--- src/verilog/branch_pkg.sv ---
package branch_pkg;

  // lane count and lane index width
  localparam int LANES  = 2;
  localparam int LANE_W = 1;

  // branch type codes, shared with the predictor
  // conditional branches and auipc both report as cond
  localparam logic [1:0] BT_COND = 2'b00;
  localparam logic [1:0] BT_CALL = 2'b01;
  localparam logic [1:0] BT_JUMP = 2'b10;
  localparam logic [1:0] BT_RET  = 2'b11;

  // data word or byte address
  typedef logic [31:0] word_t;
  // word aligned pc, byte address is {pc, 2'b00}
  typedef logic [29:0] wpc_t;
  // branch funct3
  // 000 eq, 001 ne, 100 lt, 101 ge, 110 ltu, 111 geu
  typedef logic [2:0] cond_t;
  typedef logic [1:0] btype_t;
  typedef logic [LANE_W-1:0] lane_t;

  // front end prediction carried with the instruction
  typedef struct packed {
    logic       btb_vld;
    wpc_t       btb_target;
    btype_t     btype;
    // msb is the predicted direction
    logic [1:0] bm_pred;
  } pred_t;

  // request as it enters the cluster
  typedef struct packed {
    logic  valid;
    word_t rs1;
    word_t rs2;
    word_t imm;
    wpc_t  pc;
    logic  auipc;
    logic  call;
    logic  ret;
    logic  jal;
    logic  jalr;
    cond_t cond;
    pred_t pred;
  } branch_req_t;

  // issued op, compare flags already resolved
  typedef struct packed {
    logic  valid;
    word_t operand_1;
    word_t offset;
    wpc_t  pc;
    logic  auipc;
    logic  call;
    logic  ret;
    logic  jal;
    logic  jalr;
    cond_t cond;
    logic  mts;
    logic  mtu;
    logic  eq;
    pred_t pred;
  } branch_op_t;

  // combinational unit result
  typedef struct packed {
    logic   taken;
    btype_t btype;
    word_t  target;
    word_t  result;
  } branch_res_t;

  typedef struct packed {
    logic  valid;
    word_t result;
  } wb_t;

  typedef struct packed {
    logic  valid;
    word_t addr;
    lane_t lane;
  } redirect_t;

  // predictor feedback, one set per lane
  typedef struct packed {
    logic bm_update;
    logic taken;
    logic call_affirm;
    logic ret_affirm;
  } train_t;

endpackage
--- src/verilog/branch_cluster.sv ---
`timescale 1ns/10ps

module branch_cluster (
  input  logic                    cpu_clock,
  input  logic                    rst,
  input  logic                    flush,
  input  branch_pkg::branch_req_t req [branch_pkg::LANES],
  output branch_pkg::wb_t         wb  [branch_pkg::LANES],
  output branch_pkg::redirect_t   redirect,
  output branch_pkg::train_t      train [branch_pkg::LANES]
);
  import branch_pkg::*;

  // issued ops feed both the units and resolve
  branch_op_t  op  [LANES];
  branch_res_t res [LANES];

  branch_issue issue_i (
    .cpu_clock (cpu_clock),
    .rst       (rst),
    .flush     (flush),
    .req       (req),
    .op        (op)
  );

  // one combinational unit per lane
  for (genvar g = 0; g < LANES; g++) begin : g_lane
    branch_unit unit_i (
      .op  (op[g]),
      .res (res[g])
    );
  end

  branch_resolve resolve_i (
    .cpu_clock (cpu_clock),
    .rst       (rst),
    .flush     (flush),
    .op        (op),
    .res       (res),
    .wb        (wb),
    .redirect  (redirect),
    .train     (train)
  );

endmodule

--- src/verilog/branch_resolve.sv ---
`timescale 1ns/10ps

module branch_resolve (
  input  logic                    cpu_clock,
  input  logic                    rst,
  input  logic                    flush,
  input  branch_pkg::branch_op_t  op  [branch_pkg::LANES],
  input  branch_pkg::branch_res_t res [branch_pkg::LANES],
  output branch_pkg::wb_t         wb  [branch_pkg::LANES],
  output branch_pkg::redirect_t   redirect,
  output branch_pkg::train_t      train [branch_pkg::LANES]
);
  import branch_pkg::*;

  // per lane verdict, valid and auipc not yet applied
  logic [LANES-1:0] wrong;
  logic [LANES-1:0] mispredict;
  // correct prediction with a target buffer hit
  logic [LANES-1:0] confirm;
  // younger than the oldest mispredict
  logic [LANES-1:0] squash;
  logic             any_mispredict;
  lane_t            oldest;
  train_t           train_d [LANES];

  // mispredict rule per lane
  always_comb begin
    for (int i = 0; i < LANES; i++) begin
      if (!op[i].pred.btb_vld) begin
        // no hit means fetch fell through, so any taken or jump is wrong
        wrong[i] = res[i].taken || (res[i].btype != BT_COND);
      end else begin
        wrong[i] = (res[i].taken && ({op[i].pred.btb_target, 2'b00} != res[i].target)) ||
                   (op[i].pred.btype != res[i].btype) ||
                   ((res[i].btype == BT_COND) && (res[i].taken != op[i].pred.bm_pred[1]));
      end
      // auipc never mispredicts
      mispredict[i] = op[i].valid && !op[i].auipc && wrong[i];
      confirm[i]    = op[i].valid && !op[i].auipc && op[i].pred.btb_vld && !wrong[i];
    end
  end

  // priority scan, lane 0 is the oldest
  always_comb begin
    any_mispredict = 1'b0;
    oldest         = '0;
    for (int i = 0; i < LANES; i++) begin
      squash[i] = any_mispredict;
      if (mispredict[i] && !any_mispredict) begin
        any_mispredict = 1'b1;
        oldest         = lane_t'(i);
      end
    end
  end

  // training only for surviving correct hits
  always_comb begin
    for (int i = 0; i < LANES; i++) begin
      train_d[i].bm_update   = confirm[i] && !squash[i] && !(op[i].call || op[i].ret);
      // direction goes out with the bimodal update only
      train_d[i].taken       = train_d[i].bm_update && res[i].taken;
      train_d[i].call_affirm = confirm[i] && !squash[i] && op[i].call;
      train_d[i].ret_affirm  = confirm[i] && !squash[i] && op[i].ret;
    end
  end

  always_ff @(posedge cpu_clock) begin
    for (int i = 0; i < LANES; i++) begin
      wb[i].result <= res[i].result;
      if (rst || flush) begin
        wb[i].valid <= 1'b0;
        train[i]    <= '0;
      end else begin
        // the mispredicting lane itself still writes back
        wb[i].valid <= op[i].valid && !squash[i];
        train[i]    <= train_d[i];
      end
    end
    // fetch restarts at the oldest bad lane's resolved address
    redirect.addr <= res[oldest].target;
    redirect.lane <= oldest;
    if (rst || flush) begin
      redirect.valid <= 1'b0;
    end else begin
      redirect.valid <= any_mispredict;
    end
  end

  // a redirect always comes with its own lane's writeback
  assert property (@(posedge cpu_clock) disable iff (rst)
    redirect.valid |-> wb[redirect.lane].valid);

  for (genvar g = 0; g < LANES; g++) begin : g_chk
    // squashed or empty lanes never train the predictor
    assert property (@(posedge cpu_clock) disable iff (rst)
      (|train[g]) |-> wb[g].valid);
  end

endmodule

--- src/verilog/branch_unit.sv ---
`timescale 1ns/10ps

module branch_unit (
  input  branch_pkg::branch_op_t  op,
  output branch_pkg::branch_res_t res
);
  import branch_pkg::*;

  logic   mt;
  logic   lt;
  logic   outcome;
  logic   taken;
  word_t  pc_byte;
  word_t  first_operand;
  word_t  second_operand;
  btype_t btype;

  assign pc_byte = {op.pc, 2'b00};

  // cond[1] marks the unsigned compares
  assign mt = op.cond[1] ? op.mtu : op.mts;
  // neither greater nor equal means less
  assign lt = !(mt || op.eq);

  // cond[2] picks magnitude over equality, cond[0] inverts
  always_comb begin
    case ({op.cond[2], op.cond[0]})
      2'b00:   outcome = op.eq;
      2'b01:   outcome = !op.eq;
      2'b10:   outcome = lt;
      default: outcome = mt || op.eq;
    endcase
  end

  // jumps are always taken, auipc never is
  assign taken = op.jal || op.jalr || (outcome && !op.auipc);

  // target or fall through
  assign first_operand  = op.jalr ? op.operand_1 : pc_byte;
  assign second_operand = (taken && !op.auipc) ? op.offset : 32'd4;

  assign btype = op.call ? BT_CALL :
                 op.ret ? BT_RET :
                 (op.jal || op.jalr) ? BT_JUMP : BT_COND;

  assign res.taken  = taken;
  assign res.btype  = btype;
  assign res.target = first_operand + second_operand;
  // auipc result, or the link address
  assign res.result = op.auipc ? pc_byte + op.offset : pc_byte + 32'd4;

endmodule

--- src/verilog/branch_issue.sv ---
`timescale 1ns/10ps

module branch_issue (
  input  logic                    cpu_clock,
  input  logic                    rst,
  input  logic                    flush,
  input  branch_pkg::branch_req_t req [branch_pkg::LANES],
  output branch_pkg::branch_op_t  op  [branch_pkg::LANES]
);
  import branch_pkg::*;

  // next op per lane, before the register
  branch_op_t op_d [LANES];

  always_comb begin
    for (int i = 0; i < LANES; i++) begin
      op_d[i].valid     = req[i].valid;
      // rs1 doubles as the jalr base
      op_d[i].operand_1 = req[i].rs1;
      op_d[i].offset    = req[i].imm;
      op_d[i].pc        = req[i].pc;
      op_d[i].auipc     = req[i].auipc;
      op_d[i].call      = req[i].call;
      op_d[i].ret       = req[i].ret;
      op_d[i].jal       = req[i].jal;
      op_d[i].jalr      = req[i].jalr;
      op_d[i].cond      = req[i].cond;
      // signed and unsigned greater than, rs1 against rs2
      op_d[i].mts       = $signed(req[i].rs1) > $signed(req[i].rs2);
      op_d[i].mtu       = req[i].rs1 > req[i].rs2;
      op_d[i].eq        = req[i].rs1 == req[i].rs2;
      op_d[i].pred      = req[i].pred;
    end
  end

  // one cycle issue register
  always_ff @(posedge cpu_clock) begin
    for (int i = 0; i < LANES; i++) begin
      op[i] <= op_d[i];
      // flush kills the group being captured
      if (rst || flush) begin
        op[i].valid <= 1'b0;
      end
    end
  end

  for (genvar g = 0; g < LANES; g++) begin : g_chk
    // a lane is a jal, a jalr, an auipc or a plain branch, never two of them
    assert property (@(posedge cpu_clock) disable iff (rst)
      op[g].valid |-> $onehot0({op[g].auipc, op[g].jal, op[g].jalr}));
    // call and ret hints only ride on a jump
    assert property (@(posedge cpu_clock) disable iff (rst)
      op[g].valid && (op[g].call || op[g].ret) |-> op[g].jal || op[g].jalr);
  end

endmodule

--- config.mk ---
export PLATFORM = sky130hd
export DESIGN_NAME = branch_cluster
export DESIGN_NICKNAME = d
export VERILOG_FILES = /design/src/verilog/branch_pkg.sv /design/src/verilog/branch_cluster.sv /design/src/verilog/branch_resolve.sv /design/src/verilog/branch_unit.sv /design/src/verilog/branch_issue.sv
export SDC_FILE = /design/constraint.sdc
export NUM_CORES = 1
export LEC_CHECK = 0
export BUFFER_PORTS_ARGS = -buffer_cell sky130_fd_sc_hd__buf_2
export CORE_MARGIN = 2
export CORE_UTILIZATION = 50
export CTS_CLUSTER_DIAMETER = 30
export DETAILED_ROUTE_END_ITERATION = 8
export PLACE_DENSITY_LB_ADDON = 0.15
export SLEW_MARGIN = 25
export SYNTH_ARGS = -nofsm -noshare
export SYNTH_HDL_FRONTEND = slang
export SYNTH_SLANG_ARGS = --single-unit
--- constraint.sdc ---
create_clock -name cpu_clock -period 6.37 [get_ports cpu_clock]
set_input_delay 0.9555 -clock cpu_clock [delete_from_list [all_inputs] [get_ports cpu_clock]]
set_output_delay 0.9555 -clock cpu_clock [all_outputs]
set_load 0.01 [all_outputs]
==> results of run 1 <==
==> cell usage in the layout, fill, tap and decap left out, types with 27 or more instances in the layout <==
| cell | instances |
|---|---|
| clkbuf_16 | 79 |
| ha_1 | 184 |
| nor2_1 | 102 |
| nand2b_1 | 30 |
| nor2b_1 | 32 |
| a21o_1 | 59 |
| o21ai_0 | 91 |
| buf_2 | 448 |
| and2_1 | 139 |
| inv_1 | 113 |
| nand4_1 | 32 |
| dfxtp_1 | 388 |
| nand2_1 | 96 |
| nor3_1 | 30 |
| nand3_1 | 27 |
| mux2_2 | 61 |
| xnor2_1 | 102 |
| a21oi_1 | 131 |
| xor2_1 | 65 |
==> logic make-up (layout without fill, tap and decap cells) <==
kind of cell    Yosys count  after routing  share of synthesized area (%)
mux                      97             97                           5.42
flops                   388            388                           39.4
buf+inv                 174            730                           3.50
other cells               0              9                              0
fa+ha+maj               188            188                           12.1
simple gates            568            568                           15.7
xor+xnor                172            172                           7.93
compound gates          472            472                           15.9
==> how the worst max path moves through the flow <==
stage	startpoint	cells past startpoint	end	slack, ns
finish	issue_i.op[39]	23	resolve_i.redirect[16]	0.38
floorplan	issue_i.op[180]	24	resolve_i.redirect[9]	0.86
global placement	issue_i.op[39]	25	resolve_i.redirect[4]	0.21
detailed placement	issue_i.op[180]	22	resolve_i.redirect[1]	0.11
global route	issue_i.op[39]	23	resolve_i.redirect[11]	-0.02
CTS	issue_i.op[180]	22	resolve_i.redirect[15]	0.04
==> cells in the mapped netlist, types with 5 or more instances <==
master and number:
mux2i_1 24, mux2_2 61, nand4_1 32, inv_1 113, o21ai_1 5, or3_1 7
a21o_1 59, o21ai_0 91, nand2b_1 30, ha_1 184, nand4b_1 6, and2_1 139
xnor2_1 103, a221o_1 5, o211ai_1 13, a31oi_1 13, nor3b_1 12, a211o_1 10
mux2_1 10, a21boi_0 8, nor4b_1 7, o21bai_1 9, a311oi_1 5, and3_1 11
nor4_1 9, a221oi_1 6, and4_1 5, nand3_1 27, or2_2 5, o31ai_1 13
a21oi_1 135, clkbuf_1 43, xor2_1 65, dfxtp_1 388, nor2_1 102, a2111oi_0 5
buf_2 9, nand2_1 96, nor3_1 30, o2111ai_1 5, nor2b_1 32, o22ai_1 6
o21a_1 26, a211oi_1 6
==> registers in the layout, summed over array words and instances (netlist names) <==
register,flops
issue_i.op,280
resolve_i.redirect,34
resolve_i.train,8
resolve_i.wb,66
==> routing by layer <==
metal,vias up,wire length (um),track usage (%)
li1,8321,-,-
met1,7742,26500,36.8
met2,598,25400,43.5
met3,109,4060,5.99
met4,6,1480,9.65
met5,-,44,0
==> final cells by class <==
| type | instances | share of cell area, % |
|---|---|---|
| Timing Repair Buffer | 475 | 9.77 |
| Clock buffer | 89 | 8.31 |
| Antenna cell | 9 | 0.0889 |
| Timing Repair inverter | 1 | 0.0198 |
| Inverter | 114 | 1.71 |
| Tap cell | 518 | 2.56 |
| Multi-Input combinational cell | 1497 | 44.7 |
| Sequential cell | 388 | 30.7 |
| Clock inverter | 51 | 2.17 |
==> timing repair <==
action / in CTS / in global routing
setup endpoints to repair: 0 / 38
gates resized for setup: 0 / 14
setup buffers: 0 / 0
==> stage by stage <==
step / area (sq um) / setup slack, ns
4_1_cts: 25200 / 0.0421
2_1_floorplan: 19700 / 0.858
3_5_place_dp: 22600 / 0.111
5_1_grt: 25300 / -0.0212
3_3_place_gp: 22600 / 0.212
6_report: 25300 / 0.377
==> where the power goes <==
group | switching (mW) | leakage (nW) | internal [mW] | total (mW)
clock network | 1.39 | 1.30 | 2.65 | 4.04
registers | 0.105 | 3.27 | 2.66 | 2.77
logic | 0.935 | 7.54 | 0.735 | 1.67
==> summary.txt, run 1 <==
Critical path
  – WS Path Type: reg2reg
  – Critical path's largest stage delay: 0.41 ns
  – Worst path cell trace: mux2i_4 -> nor3b_1 -> a21oi_1 -> xor2_1 -> a21oi_2 -> buf_4 -> and2_1 -> ha_1 -> inv_1 -> fa_1 -> nand2b_1 -> a211oi_1 -> o31ai_1 -> a21o_1 -> o31ai_1 -> nor2_1 -> nor4b_2 -> and4_1 -> nand4b_1 -> a2111oi_4 -> or3_4 -> buf_6 -> mux2_2
  – Critical path peak fanout: 13
  – Critical R2R Launch: issue_i.op[39]
  – Top delay family on crit path: simple AND/OR/NAND/NOR gates
  – Critical Path Sink Type: flop
  – Number of buffer and inverter stages on the critical path: 3
  – Most numerous cell on the critical path: o31ai_1
  – Reg2Reg Setup Slack: 0.38 ns
  – Crit path DAT: 6.46 ns
  – Reg2reg end: resolve_i.redirect[16]
  – R2R depth: 23
  – Critical Path RT: 6.83 ns
  – Worst Setup Start Kind: flop
  – Critical path's slowest cell: fa_1

Min path
  – Worst Hold Class: in2reg
  – Worst hold path depth: 1
  – HP Start: req[63]
  – Hold EP: issue_i.op[66]

Floorplan
  – Io pins: 451
  – Die area: 0.0410 sq mm
  – Core area: 0.0388 sq mm
  – Die Y: 203 um
  – # rows: 72
  – Die width: 203 um
  – Initial Util: 50.8%

Drt
  – Residual DRC: 0
  – Routed Antenna Nets: 0
  – Initial DRC count: 920
  – DRT Pass-1 Iters: 7
  – Routed vias/inst: 5.34
  – DR WL/cell: 18.3 um
  – Final wirelength: 57500 um
  – Via count: 16.8k

Global routing
  – First-pass GRT wire length: 88400 um
  – Pin count of the biggest net entering global routing: 40
  – Total track usage: 27.4%
  – Grt ovf: 0
  – Vias in the first global route: 16.7k
  – Initial antenna violation count: 9

STA
  – # setup viols final: 0
  – Slew HR: 40.5%
  – Final Cycle Share: 94.1%
  – Max-slew violation count: 0
  – Fmax: 0.167 GHz
  – Slew @ Worst Pin: 0.885 ns
  – Minimum hold slack: 0.458 ns
  – Final hold vios: 0
  – Setup TNS: 0 ns
  – Fin crit period: 5.99 ns
  – Worst Clk Skew: 0.0247 ns

Final layout
  – Fillers: 3222
  – Area growth from synthesis to layout: 28.4%
  – Reg area: 0.00777 sq mm
  – Core Util, Final: 65.2%
  – Nets@finish: 3084
  – Final Non-Filler Cells: 3142
  – Multi-input logic area: 0.0113 sq mm
  – Share of post-route cells with drive strength above 1: 27.4%

Placed design
  – Routability cong.: 0.913
  – Detailed placement HPWL: 45700 um
  – Cells after DPL: 2992
  – IO buf count: 448

Synthesis
  – Syn_nets: 2590
  – Post-Synthesis Cells: 2059
  – Mapped cell area: 0.0197 sq mm
  – Yosys Warn Count: 0
  – FFs w/ async S/R, synth: 0%
  – Ys flop type: dfxtp_1
  – Number of library cell types mapped by synthesis: 92
  – Sequential share of the synthesized area: 39.4%
  – FF+latch count, synth: 388
  – Area contributors post-synth: dfxtp_1 39%, ha_1 12%, xnor2_1 4.6%
  – Area leader, netlist: dfxtp_1
  – Proportion of netlist area held by the largest area contributor: 39.4%
  – EDFF count, synth: 0
  – Average cell area after synthesis: 9.58 sq um

Clocking
  – Clock Path Buffers: 3
  – Root Driver: clkbuf_16
  – # hold bufs at CTS: 0
  – CTS tree: built
  – CTS Sinks: 388
  – H-tree levels: 3
  – Later-pin clock latency in the skew report: 0.60 ns
  – CTS Buf Count: 76
  – Reg clk slew, reported paths: 0.05 ns

Flow run
  – Max-cap violation count: 0

Pwr
  – Power Density: 335 mW/mm^2
  – Static Leak: 12.1 nW
  – Overall power: 8.48 mW
  – Worst VDD drop: 0.214 mV

Status
  – Status: completed
Power figures use the tool's default switching activity.
==> run 2: changes to the inputs <==
Settings changed: PLACE_DENSITY set to 0.82, PLACE_DENSITY_LB_ADDON 0.15 to not set.
Clock period 6.37 ns to 6.9 ns, I/O delays scaled along.
==> run 2 against run 1 <==
Sequential power down 7.9%. Critical path depth unchanged. Clock-buffer cell count up 1. First-iteration DRC count up 21%. Register-to-register slack better by 0.16 ns. Flip-flop and latch count unchanged. Core utilization down 0.24 points. Worst setup slack better by 0.16 ns. Sequential share of layout area up 0.11 points. Routed wire length up 5.3%. Hold slack worse by 0.00094 ns. Largest cell class unchanged.
==> summary.txt, run 2 (same netlist as run 1, synthesis figures left out) <==
Drt
  – Highest Signal Layer: met5
  – Routed Antenna Nets: 0 (unchanged)
  – Routed wl met2: 28000 um (+10%)
  – Residual DRC: 0 (unchanged)
  – Final wirelength: 60500 um (+5.3%)
  – Routed met3 length: 4280 um (+5.4%)
  – Initial DRC count: 1114 (+21%)
  – Routed vias/inst: 5.55 (+4.0%)
  – DR WL/cell: 19.3 um (+5.5%)
  – DRT Pass-1 Iters: 6 (-1)
  – Via count: 17.4k (+3.8%)
  – Routed met1 length: 25900 um (-2.1%)

Placed design
  – Routability cong.: 0.961 (+5.2%)
  – Detailed placement HPWL: 47000 um (+2.8%)
  – IO buf count: 448 (unchanged)

Critical path
  – Critical path's largest stage delay: 0.55 ns (+0.14 ns)
  – Number of buffer and inverter stages on the critical path: 4 (+1)
  – CP Depth: 23 (unchanged)
  – WS Path Type: reg2reg
  – Crit path DAT: 6.87 ns (+0.41 ns)
  – Critical path's slowest cell: or4_1
  – Worst Setup Start Kind: flop
  – Critical R2R Launch: issue_i.op[180]
  – Top delay family on crit path: simple AND/OR/NAND/NOR gates
  – Worst path cell trace: mux2i_1 -> a21oi_1 -> xor2_1 -> a21oi_2 -> buf_4 -> and2_1 -> ha_1 -> inv_1 -> fa_1 -> nor2b_1 -> o22ai_1 -> xnor2_1 -> xor2_1 -> or4_4 -> a2111oi_2 -> nand4_1 -> or4_1 -> or4_4 -> o21a_1 -> or3_1 -> inv_2 -> buf_4 -> mux2i_1
  – R2R depth: 23 (unchanged)
  – Critical Path Sink Type: flop
  – Critical Path Start: issue_i.op[180]
  – Critical Path RT: 7.41 ns (+0.58 ns)
  – Critical path peak fanout: 32 (+19)

Final layout
  – Core Util, Final: 65.0% (-0.24 points)
  – Max reg flops: 280 (unchanged)
  – Fillers: 3020 (-6.3%)
  – Most frequent cells in the layout: 448 x buf_2, 388 x dfxtp_1, 184 x ha_1
  – Share of post-route cells with drive strength above 1: 26.7% (-0.66 points)
  – Most common cell after layout, fill and taps aside: buf_2
  – Reg area: 0.00777 sq mm (unchanged)
  – Area growth from synthesis to layout: 28.0%
  – Multi-input logic area: 0.0113 sq mm (-0.46%)
  – Top reg by flops: issue_i.op
  – Nets@finish: 3077 (-0.23%)
  – Top Registers: issue_i.op: 280 flops, resolve_i.wb: 66 flops, resolve_i.redirect: 34 flops

Min path
  – Worst Hold Class: reg2reg
  – Worst hold path depth: 1 (unchanged)
  – HP Start: issue_i.op[77]

STA
  – Worst Clk Skew: 0.0297 ns (+0.00496 ns)
  – # setup viols final: 0 (unchanged)
  – Setup TNS: 0 ns (unchanged)
  – RSZ-0062 raised after global routing: false
  – Slew HR: 33.0% (-7.5 points)
  – Slew @ Worst Pin: 0.995 ns (+0.110 ns)
  – Minimum hold slack: 0.457 ns (-0.000943 ns)
  – Final hold vios: 0 (unchanged)
  – Final Cycle Share: 92.2% (-1.9 points)
  – Fmax: 0.157 GHz (-5.8%)
  – Fin crit period: 6.36 ns (+0.368 ns)
  – Max-slew violation count: 0 (unchanged)

Pwr
  – Power Density: 315 mW/mm^2 (-5.9%)
  – Static Leak: 12.1 nW (-0.44%)
  – Worst VDD drop: 0.214 mV (-0.21%)

Clocking
  – Setup Buffers After CTS: 0 (unchanged)
  – CTS tree: built
  – CTS Sinks: 388 (unchanged)
  – H-tree levels: 3 (unchanged)
  – CTS Buf Count: 78 (+2.6%)
  – Root Driver: clkbuf_16
  – Later-pin clock latency in the skew report: 0.59 ns (about the same)
  – Reg clk slew, reported paths: 0.05 ns (about the same)
  – Post-CTS sizing: 0 (unchanged)
  – Clock Path Buffers: 3 (unchanged)
  – # hold bufs at CTS: 0 (unchanged)

Global routing
  – Initial antenna violation count: 14 (+5)
  – Total track usage: 28.6% (+1.2 points)
  – Vias in the first global route: 17.4k (+4.6%)
  – First-pass GRT wire length: 92200 um (+4.3%)
  – Grt ovf: 0 (unchanged)
  – Pin count of the biggest net entering global routing: 40 (unchanged)

Floorplan
  – # rows: 72 (unchanged)
  – Die Y: 203 um (unchanged)
  – Initial Util: 50.8% (unchanged)
  – Core area: 0.0388 sq mm (unchanged)
  – Io pins: 451 (unchanged)
  – Die width: 203 um (unchanged)
  – Die area: 0.0410 sq mm (unchanged)

Status
  – Status: completed

Flow run
  – Max-cap violation count: 0 (unchanged)
[run 2: per-stage QoR]
stage          setup slack [ns]  power, mW  area (sq um)  cells
5_1_grt                  0.0597       8.26         25200   3135
6_report                  0.539       7.95         25200   3135
2_1_floorplan              1.39       3.55         19700   2059
4_1_cts                   0.382       7.98         25200   3123
3_5_place_dp              0.418       4.11         22500   2984
3_3_place_gp              0.595       4.07         22500   2984
[run 2: layer usage]
layer  vias up  track usage, %
met5         -               0
met4         2            12.1
met3       165            5.70
met2       723            47.1
met1      8213            36.5
li1       8305               -
[run 2: power breakdown]
| part | total (mW) | internal, mW | leakage [nW] | switching, mW |
|---|---|---|---|---|
| Clock | 3.84 | 2.57 | 1.31 | 1.27 |
| Sequential | 2.55 | 2.46 | 3.27 | 0.0880 |
| Combinational | 1.56 | 0.668 | 7.47 | 0.895 |
[run 2: final cells by class]
class,instances,share of cell area [%]
tap,518,2.57
inverter,114,1.70
antenna,12,0.119
clock inverter,49,2.39
clock buffer,90,8.33
sequential,388,30.8
multi-input combinational,1497,44.7
timing repair buffer,467,9.45
[run 2: final timing paths]
path / slack (ns) / endpoint
worst max register to register: 0.54 / resolve_i.redirect[31]
worst min-delay path: 0.46 / resolve_i.wb[1]
worst min register to register: 0.46 / resolve_i.wb[1]
worst max-delay path: 0.54 / resolve_i.redirect[31]
==> run 3: changes to the inputs <==
Settings changed: RECOVER_POWER set to 50.
==> run 3 against run 2 <==
Final area decreased by 0.23%. Core utilization down 0.15 points. First-iteration DRC count rose by 4.9%. Global-route usage stayed put. Combinational power hardly changed. Largest power group unchanged. Cell count is essentially flat. Clock power hardly changed.
==> summary.txt, run 3 (same netlist as run 1, synthesis figures left out) <==
Status
  – Status: completed

Global routing
  – Total track usage: 28.6% (unchanged)
  – Grt ovf: 0 (unchanged)
  – Pin count of the biggest net entering global routing: 40 (unchanged)
  – Initial antenna violation count: 14 (unchanged)
  – First-pass GRT wire length: 92200 um (unchanged)
  – Vias in the first global route: 17.4k (unchanged)

Final layout
  – Fillers: 3056 (+1.2%)
  – Final Non-Filler Cells: 3136 (+0.032%)
  – Share of post-route cells with drive strength above 1: 24.8% (-1.9 points)
  – Area growth from synthesis to layout: 27.7%
  – Top reg by flops: issue_i.op
  – Most common cell after layout, fill and taps aside: buf_2
  – Core Util, Final: 64.8% (-0.15 points)
  – Nets@finish: 3077 (unchanged)
  – Max reg flops: 280 (unchanged)
  – Reg area: 0.00777 sq mm (unchanged)
  – Most frequent cells in the layout: 399 x buf_2, 388 x dfxtp_1, 184 x ha_1
  – Multi-input logic area: 0.0113 sq mm (unchanged)
  – Top Registers: issue_i.op: 280 flops, resolve_i.wb: 66 flops, resolve_i.redirect: 34 flops

Clocking
  – CTS Buf Count: 78 (unchanged)
  – CTS tree: built
  – # hold bufs at CTS: 0 (unchanged)
  – Root Driver: clkbuf_16
  – Setup Buffers After CTS: 0 (unchanged)
  – Later-pin clock latency in the skew report: 0.59 ns (about the same)
  – Post-CTS sizing: 0 (unchanged)
  – Reg clk slew, reported paths: 0.05 ns (about the same)
  – Clock Path Buffers: 3 (unchanged)
  – CTS Sinks: 388 (unchanged)
  – H-tree levels: 3 (unchanged)

Drt
  – DRT Pass-1 Iters: 8 (+2)
  – Routed vias/inst: 5.56 (about the same)
  – Via count: 17.4k (+0.092%)
  – Routed Antenna Nets: 0 (unchanged)
  – Initial DRC count: 1169 (+4.9%)
  – DR WL/cell: 19.3 um (+0.11%)
  – Residual DRC: 0 (unchanged)
  – Final wirelength: 60600 um (+0.14%)

Min path
  – Worst hold path depth: 1 (unchanged)
  – Worst Hold Class: reg2reg
  – HP Start: issue_i.op[77]

Critical path
  – Worst Setup Start Kind: flop
  – Critical path's slowest cell: or4_1
  – Crit path DAT: 6.91 ns (+0.04 ns)
  – Worst path cell trace: mux2i_1 -> a21oi_1 -> xor2_1 -> a21oi_2 -> buf_4 -> and2_1 -> ha_1 -> inv_1 -> fa_1 -> nor2b_1 -> o22ai_1 -> xnor2_1 -> xor2_1 -> or4_4 -> a2111oi_2 -> nand4_1 -> or4_1 -> or4_4 -> o21a_1 -> or3_1 -> inv_2 -> buf_4 -> mux2i_1
  – Critical Path Start: issue_i.op[180]
  – Critical path's largest stage delay: 0.57 ns (+0.02 ns)
  – WS Path Type: reg2reg
  – Critical Path RT: 7.41 ns (about the same)
  – R2R depth: 23 (unchanged)
  – Critical path peak fanout: 32 (unchanged)
  – Critical R2R Launch: issue_i.op[180]
  – Critical Path Sink Type: flop

Pwr
  – Sw Share: 28.4% (+0.047 points)
  – Static Leak: 11.9 nW (-1.1%)
  – Worst VDD drop: 0.214 mV (+0.30%)
  – Psw: 2.26 mW (+0.17%)
  – Clock network power share: 48.4% (about the same)
  – Internal: 5.69 mW (about the same)
  – Sequential fraction of design power: 32.0% (about the same)
  – Comb pwr share: 19.6% (about the same)
  – Power Density: 316 mW/mm^2 (+0.23%)

STA
  – Final hold vios: 0 (unchanged)
  – Final worst setup slack: 0.493 ns (-0.0460 ns)
  – Fin crit period: 6.41 ns (+0.0460 ns)
  – Slew @ Worst Pin: 0.998 ns (+0.00328 ns)
  – Setup TNS: 0 ns (unchanged)
  – Max-slew violation count: 0 (unchanged)
  – # setup viols final: 0 (unchanged)
  – Fmax: 0.156 GHz (-0.72%)
  – Worst Clk Skew: 0.0318 ns (+0.00213 ns)
  – Slew HR: 32.8% (-0.22 points)
  – Minimum hold slack: 0.457 ns (unchanged)
  – RSZ-0062 raised after global routing: false
  – Final Cycle Share: 92.9% (+0.67 points)

Placed design
  – IO buf count: 448 (unchanged)
  – Detailed placement HPWL: 47000 um (unchanged)
  – Routability cong.: 0.961 (unchanged)
  – Place WS: 0.418 ns (unchanged)
  – Cells after DPL: 2984 (unchanged)

Floorplan
  – # rows: 72 (unchanged)
  – Die Y: 203 um (unchanged)
  – Io pins: 451 (unchanged)
  – Die area: 0.0410 sq mm (unchanged)
  – Die width: 203 um (unchanged)
  – Core area: 0.0388 sq mm (unchanged)
  – Initial Util: 50.8% (unchanged)

Flow run
  – Max-cap violation count: 0 (unchanged)
[run 3: through the flow]
step                power, mW  cell area (sq um)
finish                   7.95              25200
global route             8.25              25200
CTS                      7.98              25200
detailed placement       4.11              22500
global placement         4.07              22500
floorplan                3.55              19700
[run 3: power by group through the flow]
| stage | Sequential (mW) | Clock (mW) | Combinational (mW) |
|---|---|---|---|
| after floorplan | 2.62 | 0 | 0.923 |
| final | 2.55 | 3.85 | 1.56 |
| after global placement | 2.58 | 0 | 1.49 |
| after global routing | 2.56 | 4.00 | 1.69 |
| after CTS | 2.55 | 3.88 | 1.55 |
| after detailed placement | 2.58 | 0 | 1.52 |
[run 3: final cells by class]
cell class	instances	share of cell area, %
Antenna cell	13	0.129
Multi-Input combinational cell	1497	44.8
Tap cell	518	2.57
Sequential cell	388	30.9
Clock inverter	49	2.40
Clock buffer	90	8.34
Inverter	114	1.70
Timing Repair Buffer	467	9.23
[run 3: worst paths after layout]
| path | endpoint | slack [ns] |
|---|---|---|
| worst min-delay path | resolve_i.wb[1] | 0.46 |
| worst min register to register | resolve_i.wb[1] | 0.46 |
| worst max-delay path | resolve_i.redirect[31] | 0.49 |
| worst max register to register | resolve_i.redirect[31] | 0.49 |
[run 3: layer usage]
metal	vias to the layer above	GRT usage, %	share of wire (%)
met3	156	5.70	6.8
li1	8308	-	-
met2	716	47.1	46
met1	8242	36.5	43
met5	-	0	0.023
met4	2	12.1	3.8
[run 3: critical path, delay by kind of cell, from the launching register on]
kind / cells / cell delay (ns)
fa+ha+maj: 2 / 0.56
flops: 1 / 0.33
compound gates: 5 / 0.87
buf+inv: 4 / 0.97
simple gates: 7 / 2.60
mux: 2 / 0.42
xor+xnor: 3 / 0.54
